==> src/source/dbg_pkg.sv <==
package dbg_pkg;

    localparam int NB_BYTE        = 8;
    localparam int NB_WORD        = 32;
    localparam int BYTES_PER_WORD = NB_WORD / NB_BYTE;

    // Single-byte commands received over the UART
    typedef enum logic [NB_BYTE-1:0] {
        CMD_LOAD      = 8'd1,
        CMD_START     = 8'd2,
        CMD_STEP_MODE = 8'd3,
        CMD_SEND_BR   = 8'd4,
        CMD_SEND_MEM  = 8'd5,
        CMD_SEND_PC   = 8'd6,
        CMD_STEP      = 8'd7,
        CMD_CONTINUE  = 8'd8
    } cmd_e;

    typedef enum logic [3:0] {
        IDLE,
        LOAD,
        READY,
        RUN,
        STEP,
        SEND_PC,
        SEND_MEM,
        SEND_BR
    } state_e;

    // Which word goes out on the UART
    typedef enum logic [1:0] {
        SRC_PC,
        SRC_DM,
        SRC_RB
    } src_e;

    typedef struct packed {
        logic               valid;  // One-cycle pulse per byte
        logic [NB_BYTE-1:0] data;
    } uart_rx_t;

    typedef struct packed {
        logic               start;  // Held until done
        logic [NB_BYTE-1:0] data;
    } uart_tx_t;

    // Processor block enables
    typedef struct packed {
        logic im_en;
        logic rb_en;
        logic dm_en;
        logic cu_en;
        logic pc_en;
    } run_ctrl_t;

endpackage

==> src/source/dbg_control.sv <==
`timescale 1ns/1ns

module dbg_control (
    input  logic               i_clock,
    input  logic               i_reset,
    input  dbg_pkg::uart_rx_t  i_rx,
    input  logic               i_hlt,
    input  logic               i_load_last,
    input  logic               i_word_done,
    input  logic               i_dump_last,
    output logic               o_load_en,
    output logic               o_send_en,
    output dbg_pkg::src_e      o_src,
    output dbg_pkg::run_ctrl_t o_run,
    output logic               o_step_flag,
    output logic               o_step
);

    dbg_pkg::state_e state;
    dbg_pkg::state_e next_state;
    dbg_pkg::cmd_e   cmd;
    logic            step_flag;
    logic            step_flag_next;
    logic            step;
    logic            run_on;
    logic            dump_end;

    assign cmd      = dbg_pkg::cmd_e'(i_rx.data);
    assign dump_end = i_word_done && i_dump_last;  // Final word of current source

    always_ff @(posedge i_clock) begin
        if (i_reset) begin
            state     <= dbg_pkg::IDLE;
            step_flag <= 1'b0;
            step      <= 1'b0;
        end else begin
            state     <= next_state;
            step_flag <= step_flag_next;
            // Pulse on the edge that starts the step dump
            step      <= (state == dbg_pkg::STEP) && (next_state == dbg_pkg::SEND_PC);
        end
    end

    always_comb begin
        next_state = state;
        case (state)
            dbg_pkg::IDLE: begin
                if (i_rx.valid) begin
                    case (cmd)
                        dbg_pkg::CMD_LOAD:     next_state = dbg_pkg::LOAD;
                        dbg_pkg::CMD_SEND_PC:  next_state = dbg_pkg::SEND_PC;
                        dbg_pkg::CMD_SEND_MEM: next_state = dbg_pkg::SEND_MEM;
                        dbg_pkg::CMD_SEND_BR:  next_state = dbg_pkg::SEND_BR;
                        default:               next_state = dbg_pkg::IDLE;
                    endcase
                end
            end
            dbg_pkg::LOAD: begin
                if (i_load_last) begin
                    next_state = dbg_pkg::READY;
                end
            end
            dbg_pkg::READY: begin
                if (i_rx.valid) begin
                    case (cmd)
                        dbg_pkg::CMD_START:     next_state = dbg_pkg::RUN;
                        dbg_pkg::CMD_STEP_MODE: next_state = dbg_pkg::STEP;
                        default:                next_state = dbg_pkg::READY;
                    endcase
                end
            end
            dbg_pkg::RUN: begin
                if (i_hlt) begin
                    next_state = dbg_pkg::IDLE;
                end
            end
            dbg_pkg::STEP: begin
                // Halt wins over a command in the same cycle
                if (i_hlt) begin
                    next_state = dbg_pkg::IDLE;
                end else if (i_rx.valid) begin
                    case (cmd)
                        dbg_pkg::CMD_STEP:     next_state = dbg_pkg::SEND_PC;
                        dbg_pkg::CMD_CONTINUE: next_state = dbg_pkg::RUN;
                        default:               next_state = dbg_pkg::STEP;
                    endcase
                end
            end
            dbg_pkg::SEND_PC: begin
                if (dump_end) begin
                    next_state = step_flag ? dbg_pkg::SEND_MEM : dbg_pkg::IDLE;
                end
            end
            dbg_pkg::SEND_MEM: begin
                if (dump_end) begin
                    next_state = step_flag ? dbg_pkg::SEND_BR : dbg_pkg::IDLE;
                end
            end
            dbg_pkg::SEND_BR: begin
                if (dump_end) begin
                    next_state = step_flag ? dbg_pkg::STEP : dbg_pkg::IDLE;
                end
            end
            default: next_state = dbg_pkg::IDLE;
        endcase
    end

    // Flag survives the dump chain that follows a step
    always_comb begin
        case (next_state)
            dbg_pkg::STEP:     step_flag_next = 1'b1;
            dbg_pkg::SEND_PC,
            dbg_pkg::SEND_MEM,
            dbg_pkg::SEND_BR:  step_flag_next = step_flag;
            default:           step_flag_next = 1'b0;
        endcase
    end

    always_comb begin
        case (state)
            dbg_pkg::SEND_MEM: o_src = dbg_pkg::SRC_DM;
            dbg_pkg::SEND_BR:  o_src = dbg_pkg::SRC_RB;
            default:           o_src = dbg_pkg::SRC_PC;
        endcase
    end

    assign run_on    = (state == dbg_pkg::RUN) || (state == dbg_pkg::STEP);
    assign o_load_en = (state == dbg_pkg::LOAD);
    assign o_send_en = (state == dbg_pkg::SEND_PC) || (state == dbg_pkg::SEND_MEM)
                    || (state == dbg_pkg::SEND_BR);

    assign o_run = '{im_en: run_on, rb_en: run_on, dm_en: run_on, cu_en: run_on, pc_en: run_on};

    assign o_step_flag = step_flag;
    assign o_step      = step;

endmodule

==> src/source/dbg_loader.sv <==
`timescale 1ns/1ns

module dbg_loader #(
    parameter  int IM_DEPTH   = 256,
    localparam int NB_IM_ADDR = $clog2(IM_DEPTH)
) (
    input  logic                        i_clock,
    input  logic                        i_reset,
    input  logic                        i_load_en,
    input  dbg_pkg::uart_rx_t           i_rx,
    output logic                        o_im_we,
    output logic [NB_IM_ADDR-1:0]       o_im_addr,
    output logic [dbg_pkg::NB_BYTE-1:0] o_im_data,
    output logic                        o_load_last
);

    logic [NB_IM_ADDR-1:0] addr_cnt;  // Address of the next byte
    logic                  accept;
    logic                  at_last;

    assign accept  = i_load_en && i_rx.valid;
    assign at_last = (addr_cnt == NB_IM_ADDR'(IM_DEPTH - 1));

    always_ff @(posedge i_clock) begin
        if (i_reset) begin
            addr_cnt    <= '0;
            o_im_we     <= 1'b0;
            o_load_last <= 1'b0;
        end else begin
            o_im_we     <= accept;
            o_load_last <= accept && at_last;  // Marks the final write
            if (accept) begin
                addr_cnt <= at_last ? '0 : addr_cnt + 1'b1;
            end
        end
    end

    // Write port follows the accepted byte by one cycle
    always_ff @(posedge i_clock) begin
        if (accept) begin
            o_im_addr <= addr_cnt;
            o_im_data <= i_rx.data;
        end
    end

endmodule

==> src/source/dbg_word_sender.sv <==
`timescale 1ns/1ns

module dbg_word_sender (
    input  logic                        i_clock,
    input  logic                        i_reset,
    input  logic                        i_send_en,
    input  dbg_pkg::src_e               i_src,
    input  logic [dbg_pkg::NB_WORD-1:0] i_pc_value,
    input  logic [dbg_pkg::NB_WORD-1:0] i_dm_data,
    input  logic [dbg_pkg::NB_WORD-1:0] i_rb_data,
    input  logic                        i_tx_done,
    output dbg_pkg::uart_tx_t           o_tx,
    output logic                        o_word_done
);

    localparam int NB_IDX = $clog2(dbg_pkg::BYTES_PER_WORD);

    logic [dbg_pkg::NB_WORD-1:0] word;
    logic [dbg_pkg::NB_BYTE-1:0] next_byte;
    logic [dbg_pkg::NB_BYTE-1:0] tx_data;
    logic [NB_IDX-1:0]           byte_idx;  // 0 is the MSB
    logic                        tx_start;
    logic                        consumed;
    logic                        last_byte;
    logic                        offer;

    always_comb begin
        case (i_src)
            dbg_pkg::SRC_DM: word = i_dm_data;
            dbg_pkg::SRC_RB: word = i_rb_data;
            default:         word = i_pc_value;
        endcase
    end

    assign next_byte = word[(dbg_pkg::BYTES_PER_WORD - 1 - int'(byte_idx)) * dbg_pkg::NB_BYTE
                            +: dbg_pkg::NB_BYTE];

    assign consumed  = tx_start && i_tx_done;
    assign last_byte = (byte_idx == NB_IDX'(dbg_pkg::BYTES_PER_WORD - 1));
    assign offer     = !tx_start && i_send_en;  // Low start for a cycle gives the gap

    always_ff @(posedge i_clock) begin
        if (i_reset) begin
            tx_start <= 1'b0;
            byte_idx <= '0;
        end else if (consumed) begin
            tx_start <= 1'b0;
            byte_idx <= last_byte ? '0 : byte_idx + 1'b1;
        end else if (offer) begin
            tx_start <= 1'b1;
        end
    end

    // Byte held stable for the whole handshake
    always_ff @(posedge i_clock) begin
        if (offer) begin
            tx_data <= next_byte;
        end
    end

    assign o_tx        = '{start: tx_start, data: tx_data};
    assign o_word_done = consumed && last_byte;

endmodule

==> src/source/dbg_dump_counter.sv <==
`timescale 1ns/1ns

module dbg_dump_counter #(
    parameter  int DM_DEPTH   = 32,
    parameter  int RB_DEPTH   = 32,
    localparam int NB_DM_ADDR = $clog2(DM_DEPTH),
    localparam int NB_RB_ADDR = $clog2(RB_DEPTH)
) (
    input  logic                  i_clock,
    input  logic                  i_reset,
    input  logic                  i_send_en,
    input  dbg_pkg::src_e         i_src,
    input  logic                  i_word_done,
    output logic [NB_DM_ADDR-1:0] o_dm_addr,
    output logic [NB_RB_ADDR-1:0] o_rb_addr,
    output logic                  o_dm_rd_en,
    output logic                  o_rb_rd_en,
    output logic                  o_dump_last
);

    localparam int NB_CNT = (NB_DM_ADDR > NB_RB_ADDR) ? NB_DM_ADDR : NB_RB_ADDR;

    logic [NB_CNT-1:0] word_cnt;
    logic [NB_CNT-1:0] last_idx;

    // PC dump is a single word
    always_comb begin
        case (i_src)
            dbg_pkg::SRC_DM: last_idx = NB_CNT'(DM_DEPTH - 1);
            dbg_pkg::SRC_RB: last_idx = NB_CNT'(RB_DEPTH - 1);
            default:         last_idx = '0;
        endcase
    end

    assign o_dump_last = i_send_en && (word_cnt == last_idx);

    always_ff @(posedge i_clock) begin
        if (i_reset) begin
            word_cnt <= '0;
        end else if (i_word_done) begin
            word_cnt <= o_dump_last ? '0 : word_cnt + 1'b1;  // Clears at dump end
        end
    end

    assign o_dm_addr  = word_cnt[NB_DM_ADDR-1:0];
    assign o_rb_addr  = word_cnt[NB_RB_ADDR-1:0];
    assign o_dm_rd_en = i_send_en && (i_src == dbg_pkg::SRC_DM);
    assign o_rb_rd_en = i_send_en && (i_src == dbg_pkg::SRC_RB);

endmodule

==> src/source/debug_unit.sv <==
`timescale 1ns/1ns

module debug_unit #(
    parameter  int IM_DEPTH   = 256,
    parameter  int DM_DEPTH   = 32,
    parameter  int RB_DEPTH   = 32,
    localparam int NB_IM_ADDR = $clog2(IM_DEPTH),
    localparam int NB_DM_ADDR = $clog2(DM_DEPTH),
    localparam int NB_RB_ADDR = $clog2(RB_DEPTH)
) (
    input  logic                        i_clock,
    input  logic                        i_reset,
    input  dbg_pkg::uart_rx_t           i_rx,
    input  logic                        i_hlt,
    input  logic                        i_tx_done,
    input  logic [dbg_pkg::NB_WORD-1:0] i_pc_value,
    input  logic [dbg_pkg::NB_WORD-1:0] i_dm_data,
    input  logic [dbg_pkg::NB_WORD-1:0] i_rb_data,
    output dbg_pkg::uart_tx_t           o_tx,
    output logic                        o_im_we,
    output logic [NB_IM_ADDR-1:0]       o_im_addr,
    output logic [dbg_pkg::NB_BYTE-1:0] o_im_data,
    output logic [NB_DM_ADDR-1:0]       o_dm_addr,
    output logic                        o_dm_rd_en,
    output logic [NB_RB_ADDR-1:0]       o_rb_addr,
    output logic                        o_rb_rd_en,
    output dbg_pkg::run_ctrl_t          o_run,
    output logic                        o_step_flag,
    output logic                        o_step
);

    logic          load_en;
    logic          load_last;
    logic          send_en;
    logic          word_done;
    logic          dump_last;
    dbg_pkg::src_e src;

    dbg_control u_control (
        .i_clock     (i_clock),
        .i_reset     (i_reset),
        .i_rx        (i_rx),
        .i_hlt       (i_hlt),
        .i_load_last (load_last),
        .i_word_done (word_done),
        .i_dump_last (dump_last),
        .o_load_en   (load_en),
        .o_send_en   (send_en),
        .o_src       (src),
        .o_run       (o_run),
        .o_step_flag (o_step_flag),
        .o_step      (o_step)
    );

    dbg_loader #(.IM_DEPTH(IM_DEPTH)) u_loader (
        .i_clock     (i_clock),
        .i_reset     (i_reset),
        .i_load_en   (load_en),
        .i_rx        (i_rx),
        .o_im_we     (o_im_we),
        .o_im_addr   (o_im_addr),
        .o_im_data   (o_im_data),
        .o_load_last (load_last)
    );

    // Byte serializer for PC, DM and RB words
    dbg_word_sender u_sender (
        .i_clock     (i_clock),
        .i_reset     (i_reset),
        .i_send_en   (send_en),
        .i_src       (src),
        .i_pc_value  (i_pc_value),
        .i_dm_data   (i_dm_data),
        .i_rb_data   (i_rb_data),
        .i_tx_done   (i_tx_done),
        .o_tx        (o_tx),
        .o_word_done (word_done)
    );

    dbg_dump_counter #(
        .DM_DEPTH (DM_DEPTH),
        .RB_DEPTH (RB_DEPTH)
    ) u_dump_counter (
        .i_clock     (i_clock),
        .i_reset     (i_reset),
        .i_send_en   (send_en),
        .i_src       (src),
        .i_word_done (word_done),
        .o_dm_addr   (o_dm_addr),
        .o_rb_addr   (o_rb_addr),
        .o_dm_rd_en  (o_dm_rd_en),
        .o_rb_rd_en  (o_rb_rd_en),
        .o_dump_last (dump_last)
    );

endmodule

==> config.mk <==
export PLATFORM = sky130hd
export DESIGN_NAME = debug_unit
export DESIGN_NICKNAME = d
export VERILOG_FILES = /design/src/source/dbg_pkg.sv /design/src/source/dbg_control.sv /design/src/source/dbg_loader.sv /design/src/source/dbg_word_sender.sv /design/src/source/dbg_dump_counter.sv /design/src/source/debug_unit.sv
export SDC_FILE = /design/constraint.sdc
export NUM_CORES = 1
export LEC_CHECK = 0
export BUFFER_PORTS_ARGS = -buffer_cell sky130_fd_sc_hd__buf_2
export CAP_MARGIN = 40
export CORE_UTILIZATION = 46
export DETAILED_ROUTE_END_ITERATION = 7
export PLACE_DENSITY = 0.79
export SLEW_MARGIN = 25
export SYNTH_ARGS = -nofsm -noshare
export SYNTH_HDL_FRONTEND = slang
export SYNTH_SLANG_ARGS = --single-unit
==> constraint.sdc <==
create_clock -name i_clock -period 3.2 [get_ports i_clock]
set_input_delay 0.48 -clock i_clock [delete_from_list [all_inputs] [get_ports i_clock]]
set_output_delay 0.48 -clock i_clock [all_outputs]
set_load 0.01 [all_outputs]
# Word-level counts from Yosys, hierarchy flattened
# Index checks and enable logic that the tools add are counted.
# Widths: inputs -> output; s select.
op_classes:
  n_addsub: 4
  n_mux: 23
  reduce_logical: 18
  eq_ne: 24
  shifts: 1
op_table:
  columns: ["cell", "n"]
  rows:
  - ["$pmux 32 s2", 1]
  - ["$mux 4", 9]
  - ["$eq 4x3->1 const B", 8]
  - ["$eq 8x3->1 const B", 4]
  - ["$pmux 4 s8", 1]
  - ["$shiftx 32x32->8", 1]
  - ["$eq 8x2->1 const B", 2]
  - ["$pmux 3 s2", 2]
  - ["$pmux 3 s4", 1]
  - ["$logic_and 1x1->1", 10]
  - ["$mux 5", 2]
  - ["$mux 3", 3]
  - ["$add 8x1->8 const B", 1]
  - ["$eq 4x2->1 const B", 2]
  - ["$eq 8x1->1 const B", 1]
  - ["$eq 8x4->1 const B", 1]
  - ["$eq 8x8->1 const B", 1]
  - ["$mux 8", 1]
  - ["$add 5x1->5 const B", 1]
  - ["$eq 5x5->1", 1]
  - ["$eq 2x2->1 const B", 2]
  - ["$eq 4x1->1 const B", 1]
  - ["$logic_not 4->1", 1]
  - ["$pmux 2 s2", 1]
  - ["9 further kinds", 12]
word_totals:
  input_bits: 109
  regBits: 48
  wordCells: 82

# Longest topological paths before layout
# Gate-level depths: netlist (run 1).
logic_depth:
  word_depth: 13
  depth_mapped: 11

# By module
# A second synthesis (run 1) with hierarchy kept.
unflattened:
  cells_unflattened: 288
  area_unflattened_um2: 3154.3
modules_own_cells:
  columns: ["module", "seq_area_each_um2", "area_per_inst_um2", "cells_each", "instances"]
  rows:
  - ["dbg_word_sender", 300.3, 1197.4, 95, 1]
  - ["dbg_loader", 680.7, 950.9, 69, 1]
  - ["dbg_control", 120.1, 650.6, 82, 1]
  - ["dbg_dump_counter", 100.1, 355.3, 42, 1]

# Worst setup path before layout (run 1)
# No wires, ideal clock.
synth_path:
  path_type: "register to register"
  from: "register u_control.state[1]"
  to: "register u_sender.tx_data[0] in the netlist's numbering, data pin"
  path_buffers: 3
  arrival_time_ps: 2279
  t_required_ps: 2928
  path_slack_ps: 649
  path_stages_with_launch: 9
  path_cell_list: "dfxtp_1 > clkbuf_1 > nor2b_1 > nand2_1 > ha_1 > clkbuf_1 > clkbuf_1 > a21oi_1 > mux4_2"
synth_between:
  elab_chain_cells: 5
  word_cells_on_any_way: 7
synth_lines:
  columns: ["element", "line", "text"]
  rows:
  - ["start: declaration", "dbg_control.sv:19", "dbg_pkg::state_e state;"]
  - ["start signal: assignment", "dbg_control.sv:33", "state <= dbg_pkg::IDLE;"]
  - ["start signal: assignment", "dbg_control.sv:37", "state <= next_state;"]
  - ["$eq 4x3->1", "dbg_control.sv:120", "case (state)"]
  - ["$pmux 2 s2 (*)", "dbg_control.sv:120", null]
  - ["$eq 2x2->1 / $eq 2x1->1 (equally long branches)", "dbg_word_sender.sv:28", "case (i_src)"]
  - ["$pmux 32 s2 (*)", "dbg_word_sender.sv:28", null]
  - ["$shiftx 32x32->8 (*)", "dbg_word_sender.sv:35", "assign next_byte = word[(dbg_pkg::BYTES_PER_WORD - 1 - int'(byte_idx)) * dbg_pkg::NB_BYTE"]
  - ["named net u_sender.next_byte (one bit)", "dbg_word_sender.sv:19", "logic [dbg_pkg::NB_BYTE-1:0] next_byte;"]
  - ["end signal: assignment", "dbg_word_sender.sv:57", "tx_data <= next_byte;"]
  - ["end: declaration", "dbg_word_sender.sv:20", "logic [dbg_pkg::NB_BYTE-1:0] tx_data;"]
# The timed path passes the listed nets; every way through them passes the cells marked *.
# A chain may end at the register's enable or synchronous reset.

# Worst setup path after layout (run 1)
layout_path:
  from: "register u_control.state[0]"
  to: "register u_sender.tx_data[4] in the netlist's numbering, data pin"
# The elaborated chain is that of the path after synthesis.

==> flow_summary.toml, run 1 <==
[worst_setup_path]
r2r-start = "u_control.state[0]"
r2r-end = "u_sender.tx_data[4]"
arrival_ns = 2.74
critPathMaxFanout = 64
endpoint = "u_sender.tx_data[4]"
cp-end-kind = "flip-flop"
path_cells = "nor2b_1, nand2_1, ha_2, buf_4, a21oi_1, mux4_2"
cp-startpoint = "u_control.state[0]"
crit_slowest_cell = "mux4_2"
slowest_delay_ns = 0.49
path_class = "flip-flop to flip-flop"
r2r_cells = 6
reg2reg_slack_ns = 0.50
crit_path_start_kind = "flip-flop"
crit_required_ns = 3.24

[route]
vias_per_cell = 5.49
vias = 2943
post_drt_wl_per_cell_um = 15.3
routed_wl_um = 8220
ant_nets = 0
firstDrtPassIters = 5
drc_errors = 0
drtIter0Drc = 211

[worst_hold_path]
hp-class = "input port to flip-flop"

[timing]
fin_setup_tns_ns = 0
period_needed_ns = 2.70
rsz0062_at_grt = "false"
fmax_ghz = 0.371
hold_viol = 0
period_share_pct = 84.3
finalSetupViolations = 0
clock_skew_ns = 0.0122
relSlewSlack_pct = 48.3
tightest_slew_ns = 0.773
slew_viol_final = 0

[power]
switching_share_pct = 22.2
irDropWorstVdd_uv = 183
p_total_w = 0.00111
pwr-share-seq_pct = 58.1
powerDensity_nw_per_um2 = 295
power.net_switching_w = 0.000246
leakage_nw = 1.61
p_comb_share_pct = 10.9
internal_power_w = 0.000863
p_clk_share_pct = 31.1

[clock_tree]
cts_tree = "done"
cts_buffers = 5
clockBufferDepth = 2
clock-sinks = 48
clkTransAtPathRegs_ns = 0.09
h-tree-depth = 2
cts_hold_buf = 0
cts_setup_buffers = 0
cts_resized = 0
clock_latency_ns = 0.30
cts_root_buffer = "clkbuf_8"

[die]
rows = 28
die_h_um = 81.9
die_x_um = 81.9
ios = 154
core_area_um2 = 6030
start_util_pct = 48.7
dieArea_um2 = 6710

[yosys]
synth_top_area_share_pct = 24.5
synth_edf_count = 24
seq_area_frac_synth_pct = 40.9
syn_area_um2 = 2940
synth_seq_cells = 48
synth_cells = 328
syn_nets = 443
yosys-top-cells-area = "edfxtp_1 25%, dfxtp_1 16%, a22oi_1 8.2%, nor2_1 7.7%, a21oi_1 7.2%"
synth_flop_cell = "edfxtp_1"
yosysWarnings = 0
avgSynthCellArea_um2 = 8.95
ys_types = 43
synth_top_cell_by_area = "edfxtp_1"
async_flop_share_pct = 0

[cells_and_area]
fin_nets = 575
final_layout_size_suffix_gt1_share_pct = 38.6
mostFrequentLayoutCells = "153 x buf_2, 60 x nor2_1, 42 x a21oi_1"
multi_input_area_um2 = 1550
fillCellCount = 538
register_area_um2 = 1200
antenna_cells = 0
final_common_cell = "buf_2"
areaGrowthSynthToFinish_pct = 27.8
stdcell_count = 536

[global_routing]
antenna_found_initial = 0
grt_overflow = 0
track_usage_pct = 25.1
grt_pass1_vias = 2742
grt_max_degree = 65
grt_pass1_wl_um = 12500

[flow_run]
max_cap_violations = 0

[placed_design]
dp_hpwl_um = 6440
gp_congestion = 0.895
port_buffers = 153
placedCellCount = 528

[run_status]
status = "completed"
## state kept, by name, summed over array words and instances, names as in the netlist
| name | count |
|---|---|
| u_sender.byte_idx | 2 |
| u_control.state | 4 |
| u_loader.o_im_addr | 8 |
| u_control.o_step | 1 |
| u_control.o_step_flag | 1 |
| u_loader.addr_cnt | 8 |
| u_sender.tx_start | 1 |
| u_dump_counter.o_dm_addr | 5 |
| u_loader.o_im_data | 8 |
| u_loader.o_load_last | 1 |
| u_loader.o_im_we | 1 |
| u_sender.tx_data | 8 |
## cell type report
cell class              instances  area share, %
clock buffers                   7           2.03
clock inverters                 1          0.133
inverters                       6          0.600
multi-input cells             241           41.3
flip-flops and latches         48           32.0
well taps                      75           2.50
repair buffers                158           21.4
## Yosys cell counts, types with 5 or more instances
| cell | n |
|---|---|
| nor3_1 | 5 |
| buf_4 | 11 |
| clkbuf_1 | 20 |
| a22oi_1 | 32 |
| dfxtp_1 | 24 |
| inv_1 | 5 |
| nand2_1 | 14 |
| nand3_1 | 8 |
| edfxtp_1 | 24 |
| a21oi_1 | 42 |
| nand2b_1 | 7 |
| and2_1 | 5 |
| ha_1 | 6 |
| mux4_2 | 8 |
| nor2_1 | 60 |
| xor2_1 | 7 |
## power groups by stage
| stage | clock [W] | combinational, W | sequential, W |
|---|---|---|---|
| finish | 0.000344 | 0.000121 | 0.000644 |
| CTS | 0.000353 | 0.000120 | 0.000643 |
| global route | 0.000374 | 0.000132 | 0.000644 |
| global placement | 0 | 0.000117 | 0.000658 |
| detailed placement | 0 | 0.000119 | 0.000658 |
| floorplan | 0 | 0.0000360 | 0.000658 |
## through the flow
stage	cell area (µm²)	util, %	hold slack, ns	setup slack [ns]
after floorplan	2940	-	0.443	0.649
after global placement	3670	60.9	0.461	0.639
after detailed placement	3670	60.9	0.455	0.572
after CTS	3750	62.3	0.363	0.556
after global routing	3750	62.3	0.359	0.352
final	3750	62.3	0.365	0.502
## critical path: cells and delay by family (launching register included)
| family | cells | cell delay [ns] |
|---|---|---|
| AND/OR/NAND/NOR | 2 | 0.49 |
| multiplexers | 1 | 0.49 |
| buffers and inverters | 1 | 0.47 |
| flip-flops | 1 | 0.43 |
| adder cells (fa/ha/maj) | 1 | 0.36 |
| AO/OA/AOI/OAI | 1 | 0.18 |
## per-layer routing
| layer | global-route usage [%] | share of wire, % | vias up |
|---|---|---|---|
| li1 | - | - | 1449 |
| met1 | 27.4 | 37 | 1319 |
| met2 | 46.2 | 54 | 153 |
| met3 | 5.33 | 7.1 | 22 |
| met4 | 11.2 | 2.7 | 0 |
| met5 | 0 | 0 | - |
## worst min path at each step
stage,startpoint,to,cells past startpoint
floorplan,u_loader.addr_cnt[5],u_loader.o_im_addr[5],0
global route,i_rx[7],u_loader.o_im_data[7],1
finish,i_rx[7],u_loader.o_im_data[7],1
CTS,i_rx[7],u_loader.o_im_data[7],1
global placement,u_loader.addr_cnt[5],u_loader.o_im_addr[5],0
detailed placement,u_loader.addr_cnt[5],u_loader.o_im_addr[5],0
## logic make-up after synthesis
group / Yosys count / share of synthesized area, %
xor gates and xnor gates: 10 / 2.98
muxes: 11 / 7.16
DFF: 48 / 40.9
and+or+nand+nor: 121 / 19.9
AOI/OAI and AO/OA: 92 / 20.0
adders and majority gates: 6 / 2.56
other: 1 / 0.128
buffers and inverters: 39 / 6.39
(Power assumes the default switching activity.)
==> run 2, diff against run 1 <==
- ABC_AREA: unset -> 1
- PLACE_DENSITY: 0.79 -> 0.78
- clock period: 3.2 -> 2.6 ns (I/O delays scaled with it)
==> run 2 against run 1 <==
  * The run now ends with design-rule violations left
  * Synthesized cell count up 25%
  * Clock power up 29%
  * Wire length up 3.4%
  * Total power up 25%
  * Register-to-register slack worse by 0.25 ns
  * Sequential power up 23%
  * Flip-flop and latch count unchanged
  * Final area up 4.4%
  * Global-route usage down 2.0 points
  * Utilization down 1.3 points
  * Cell count up 16%
  * Critical endpoint is now u_sender.tx_data[5]
==> flow_summary.toml, run 2 <==
[timing]
period_needed_ns = 2.35
clock_skew_ns = 0.0108
rsz0062_at_grt = "false"
hold_slack_ns = 0.268
relSlewSlack_pct = 47.1
finalSetupViolations = 0
tightest_slew_ns = 0.790
slew_viol_final = 0
fmax_ghz = 0.425
fin_setup_tns_ns = 0
period_share_pct = 90.5
hold_viol = 0

[yosys]
synth_top_cell_by_area = "edfxtp_1"
ys_types = 43
synth_top_cells_by_count = "76 x nand2_1, 67 x nor2_1, 30 x o21ai_0"
syn_area_um2 = 3100
seq_area_frac_synth_pct = 38.8
yosysWarnings = 0
syn_nets = 524
synth_seq_cells = 48
synth_cells = 409
avgSynthCellArea_um2 = 7.57
async_flop_share_pct = 0
synth_flop_cell = "edfxtp_1"
yosys-top-cells-area = "edfxtp_1 23%, dfxtp_1 16%, nand2_1 9.2%, nor2_1 8.1%, o21ai_0 4.8%"
synth_most_common_cell = "nand2_1"
synth_edf_count = 24
synth_top_area_share_pct = 23.3

[power]
p_comb_share_pct = 10.8
power.net_switching_w = 0.000326
irDropWorstVdd_uv = 236
p_clk_share_pct = 31.9
leakage_nw = 1.75
powerDensity_nw_per_um2 = 354
pwr-share-seq_pct = 57.3
internal_power_w = 0.00106
switching_share_pct = 23.5

[clock_tree]
clkTransAtPathRegs_ns = 0.09
clock_latency_ns = 0.30
clockBufferDepth = 2
clock-sinks = 48
h-tree-depth = 2
cts_buffers = 5
cts_setup_buffers = 0
cts_tree = "done"
cts_root_buffer = "clkbuf_8"

[worst_setup_path]
reg2reg_slack_ns = 0.25
crit_path_start_kind = "flip-flop"
arrival_ns = 2.41
crit_family = "compound AO/OA/AOI/OAI gates"
endpoint = "u_sender.tx_data[5]"
cp_num_cells = 11
crit_slowest_cell = "dfxtp_1"
path_cells = "inv_2, nor2_4, inv_1, nor2_1, inv_1, ha_1, inv_1, buf_4, a221oi_1, o22ai_1, o21a_1"
path_class = "flip-flop to flip-flop"
r2r_cells = 11
slowest_delay_ns = 0.33
cp-end-kind = "flip-flop"
cp-startpoint = "u_control.state[2]"
crit_buf_inv = 5
r2r-start = "u_control.state[2]"
cpMostUsedCell = "inv_1"
crit_required_ns = 2.66
r2r-end = "u_sender.tx_data[5]"
critPathMaxFanout = 28

[cells_and_area]
final_layout_size_suffix_gt1_share_pct = 33.8
mostFrequentLayoutCells = "153 x buf_2, 76 x nand2_1, 66 x nor2_1"
areaGrowthSynthToFinish_pct = 26.5
fin_nets = 658
final_common_cell = "buf_2"
antenna_cells = 0

[die]
core_area_um2 = 6420
die_h_um = 84.1
start_util_pct = 48.2
ios = 154
rows = 29
dieArea_um2 = 7070
die_x_um = 84.1

[run_status]
violations = "design-rule violations"
status = "finished with violations"

[route]
routed_wl_um = 8500
drc_errors = 16
vias = 3315
post_drt_wl_per_cell_um = 13.7
vias_per_cell = 5.34
firstDrtPassIters = 6
drtIter0Drc = 257
ant_nets = 0

[global_routing]
track_usage_pct = 23.1
antenna_found_initial = 0
grt_pass1_vias = 2932
grt_pass1_wl_um = 13300
grt_max_degree = 34
grt_overflow = 0

[placed_design]
dp_hpwl_um = 6550
port_buffers = 153
gp_congestion = 0.910

[worst_hold_path]
hp-class = "input port to flip-flop"

[flow_run]
max_cap_violations = 0
run 2: cell types whose count changed after synthesis, moves of 8 or more:
| cell | previous run | this run |
|---|---|---|
| a21oi_1 | 42 | 19 |
| a221oi_1 | 0 | 16 |
| a22o_1 | 0 | 8 |
| a22oi_1 | 32 | 0 |
| inv_1 | 5 | 29 |
| mux4_2 | 8 | 0 |
| nand2_1 | 14 | 76 |
| o21ai_0 | 4 | 30 |
run 2: worst register-to-register path, cell delays in order (launching register included):
cell      delay [ns]
dfxtp_1         0.33
inv_2           0.07
nor2_4          0.13
inv_1           0.12
nor2_1          0.17
inv_1           0.09
ha_1            0.33
inv_1           0.06
buf_4           0.22
a221oi_1        0.30
o22ai_1         0.12
o21a_1          0.18
run 2: how the worst min path moves through the flow:
stage                                    start               endpoint  slack [ns]  cells past startpoint
final                                  i_rx[7]  u_loader.o_im_data[7]        0.27                      1
after global routing                   i_rx[7]  u_loader.o_im_data[7]        0.27                      1
after CTS                              i_rx[7]  u_loader.o_im_data[7]        0.27                      1
after detailed placement  u_loader.addr_cnt[4]  u_loader.o_im_addr[4]        0.46                      0
after global placement    u_loader.addr_cnt[4]  u_loader.o_im_addr[4]        0.44                      0
after floorplan           u_loader.addr_cnt[4]  u_loader.o_im_addr[4]        0.43                      0
run 2: cells by family (layout without fill, tap and decap cells):
logic type / after synthesis / after routing / share of synthesized area [%]
other: 1 / 1 / 0.121
buffers and inverters: 65 / 200 / 9.77
AOI/OAI and AO/OA: 96 / 96 / 20.5
and+or+nand+nor: 188 / 188 / 27.0
xor gates and xnor gates: 5 / 5 / 1.41
adders and majority gates: 6 / 6 / 2.42
DFF: 48 / 48 / 38.8
run 2: final cells by class:
class                      instances  area (µm²)
multi-input combinational        296        1600
inverter                          32         120
tap                               77        96.3
clock inverter                     2        12.5
clock buffer                       6        72.6
timing repair buffer             160         818
fill                             595        2500
sequential                        48        1200
run 2: timing repair:
| action | 4_1_cts | 5_1_grt |
|---|---|---|
| setup endpoints to repair | 0 | 3 |
| hold buffers | 0 | 0 |
| gates resized for setup | 0 | 3 |
run 2: power by group through the flow:
| stage | logic (W) | registers [W] | clock network (W) |
|---|---|---|---|
| finish | 0.000149 | 0.000794 | 0.000443 |
| global route | 0.000165 | 0.000795 | 0.000478 |
| CTS | 0.000148 | 0.000794 | 0.000449 |
| detailed placement | 0.000147 | 0.000812 | 0 |
| global placement | 0.000145 | 0.000812 | 0 |
| floorplan | 0.0000550 | 0.000811 | 0 |
run 2: metal layers:
metal,track usage (%),part of all wire (%),up-vias
met2,39.6,50,106
met4,5.80,1.4,0
met3,3.07,5.2,13
met5,0,0,-
li1,-,-,1666
met1,30.7,44,1530
run 2: metrics by stage:
step	utilization (%)	area, µm²	worst slack [ns]	total power [W]	cells
after floorplan	-	3100	0.402	0.000866	409
final	61.0	3920	0.247	0.00139	621
after global placement	59.6	3830	0.380	0.000957	613
after CTS	61.0	3920	0.224	0.00139	621
after global routing	61.0	3920	0.0179	0.00144	621
after detailed placement	59.6	3830	0.241	0.000958	613
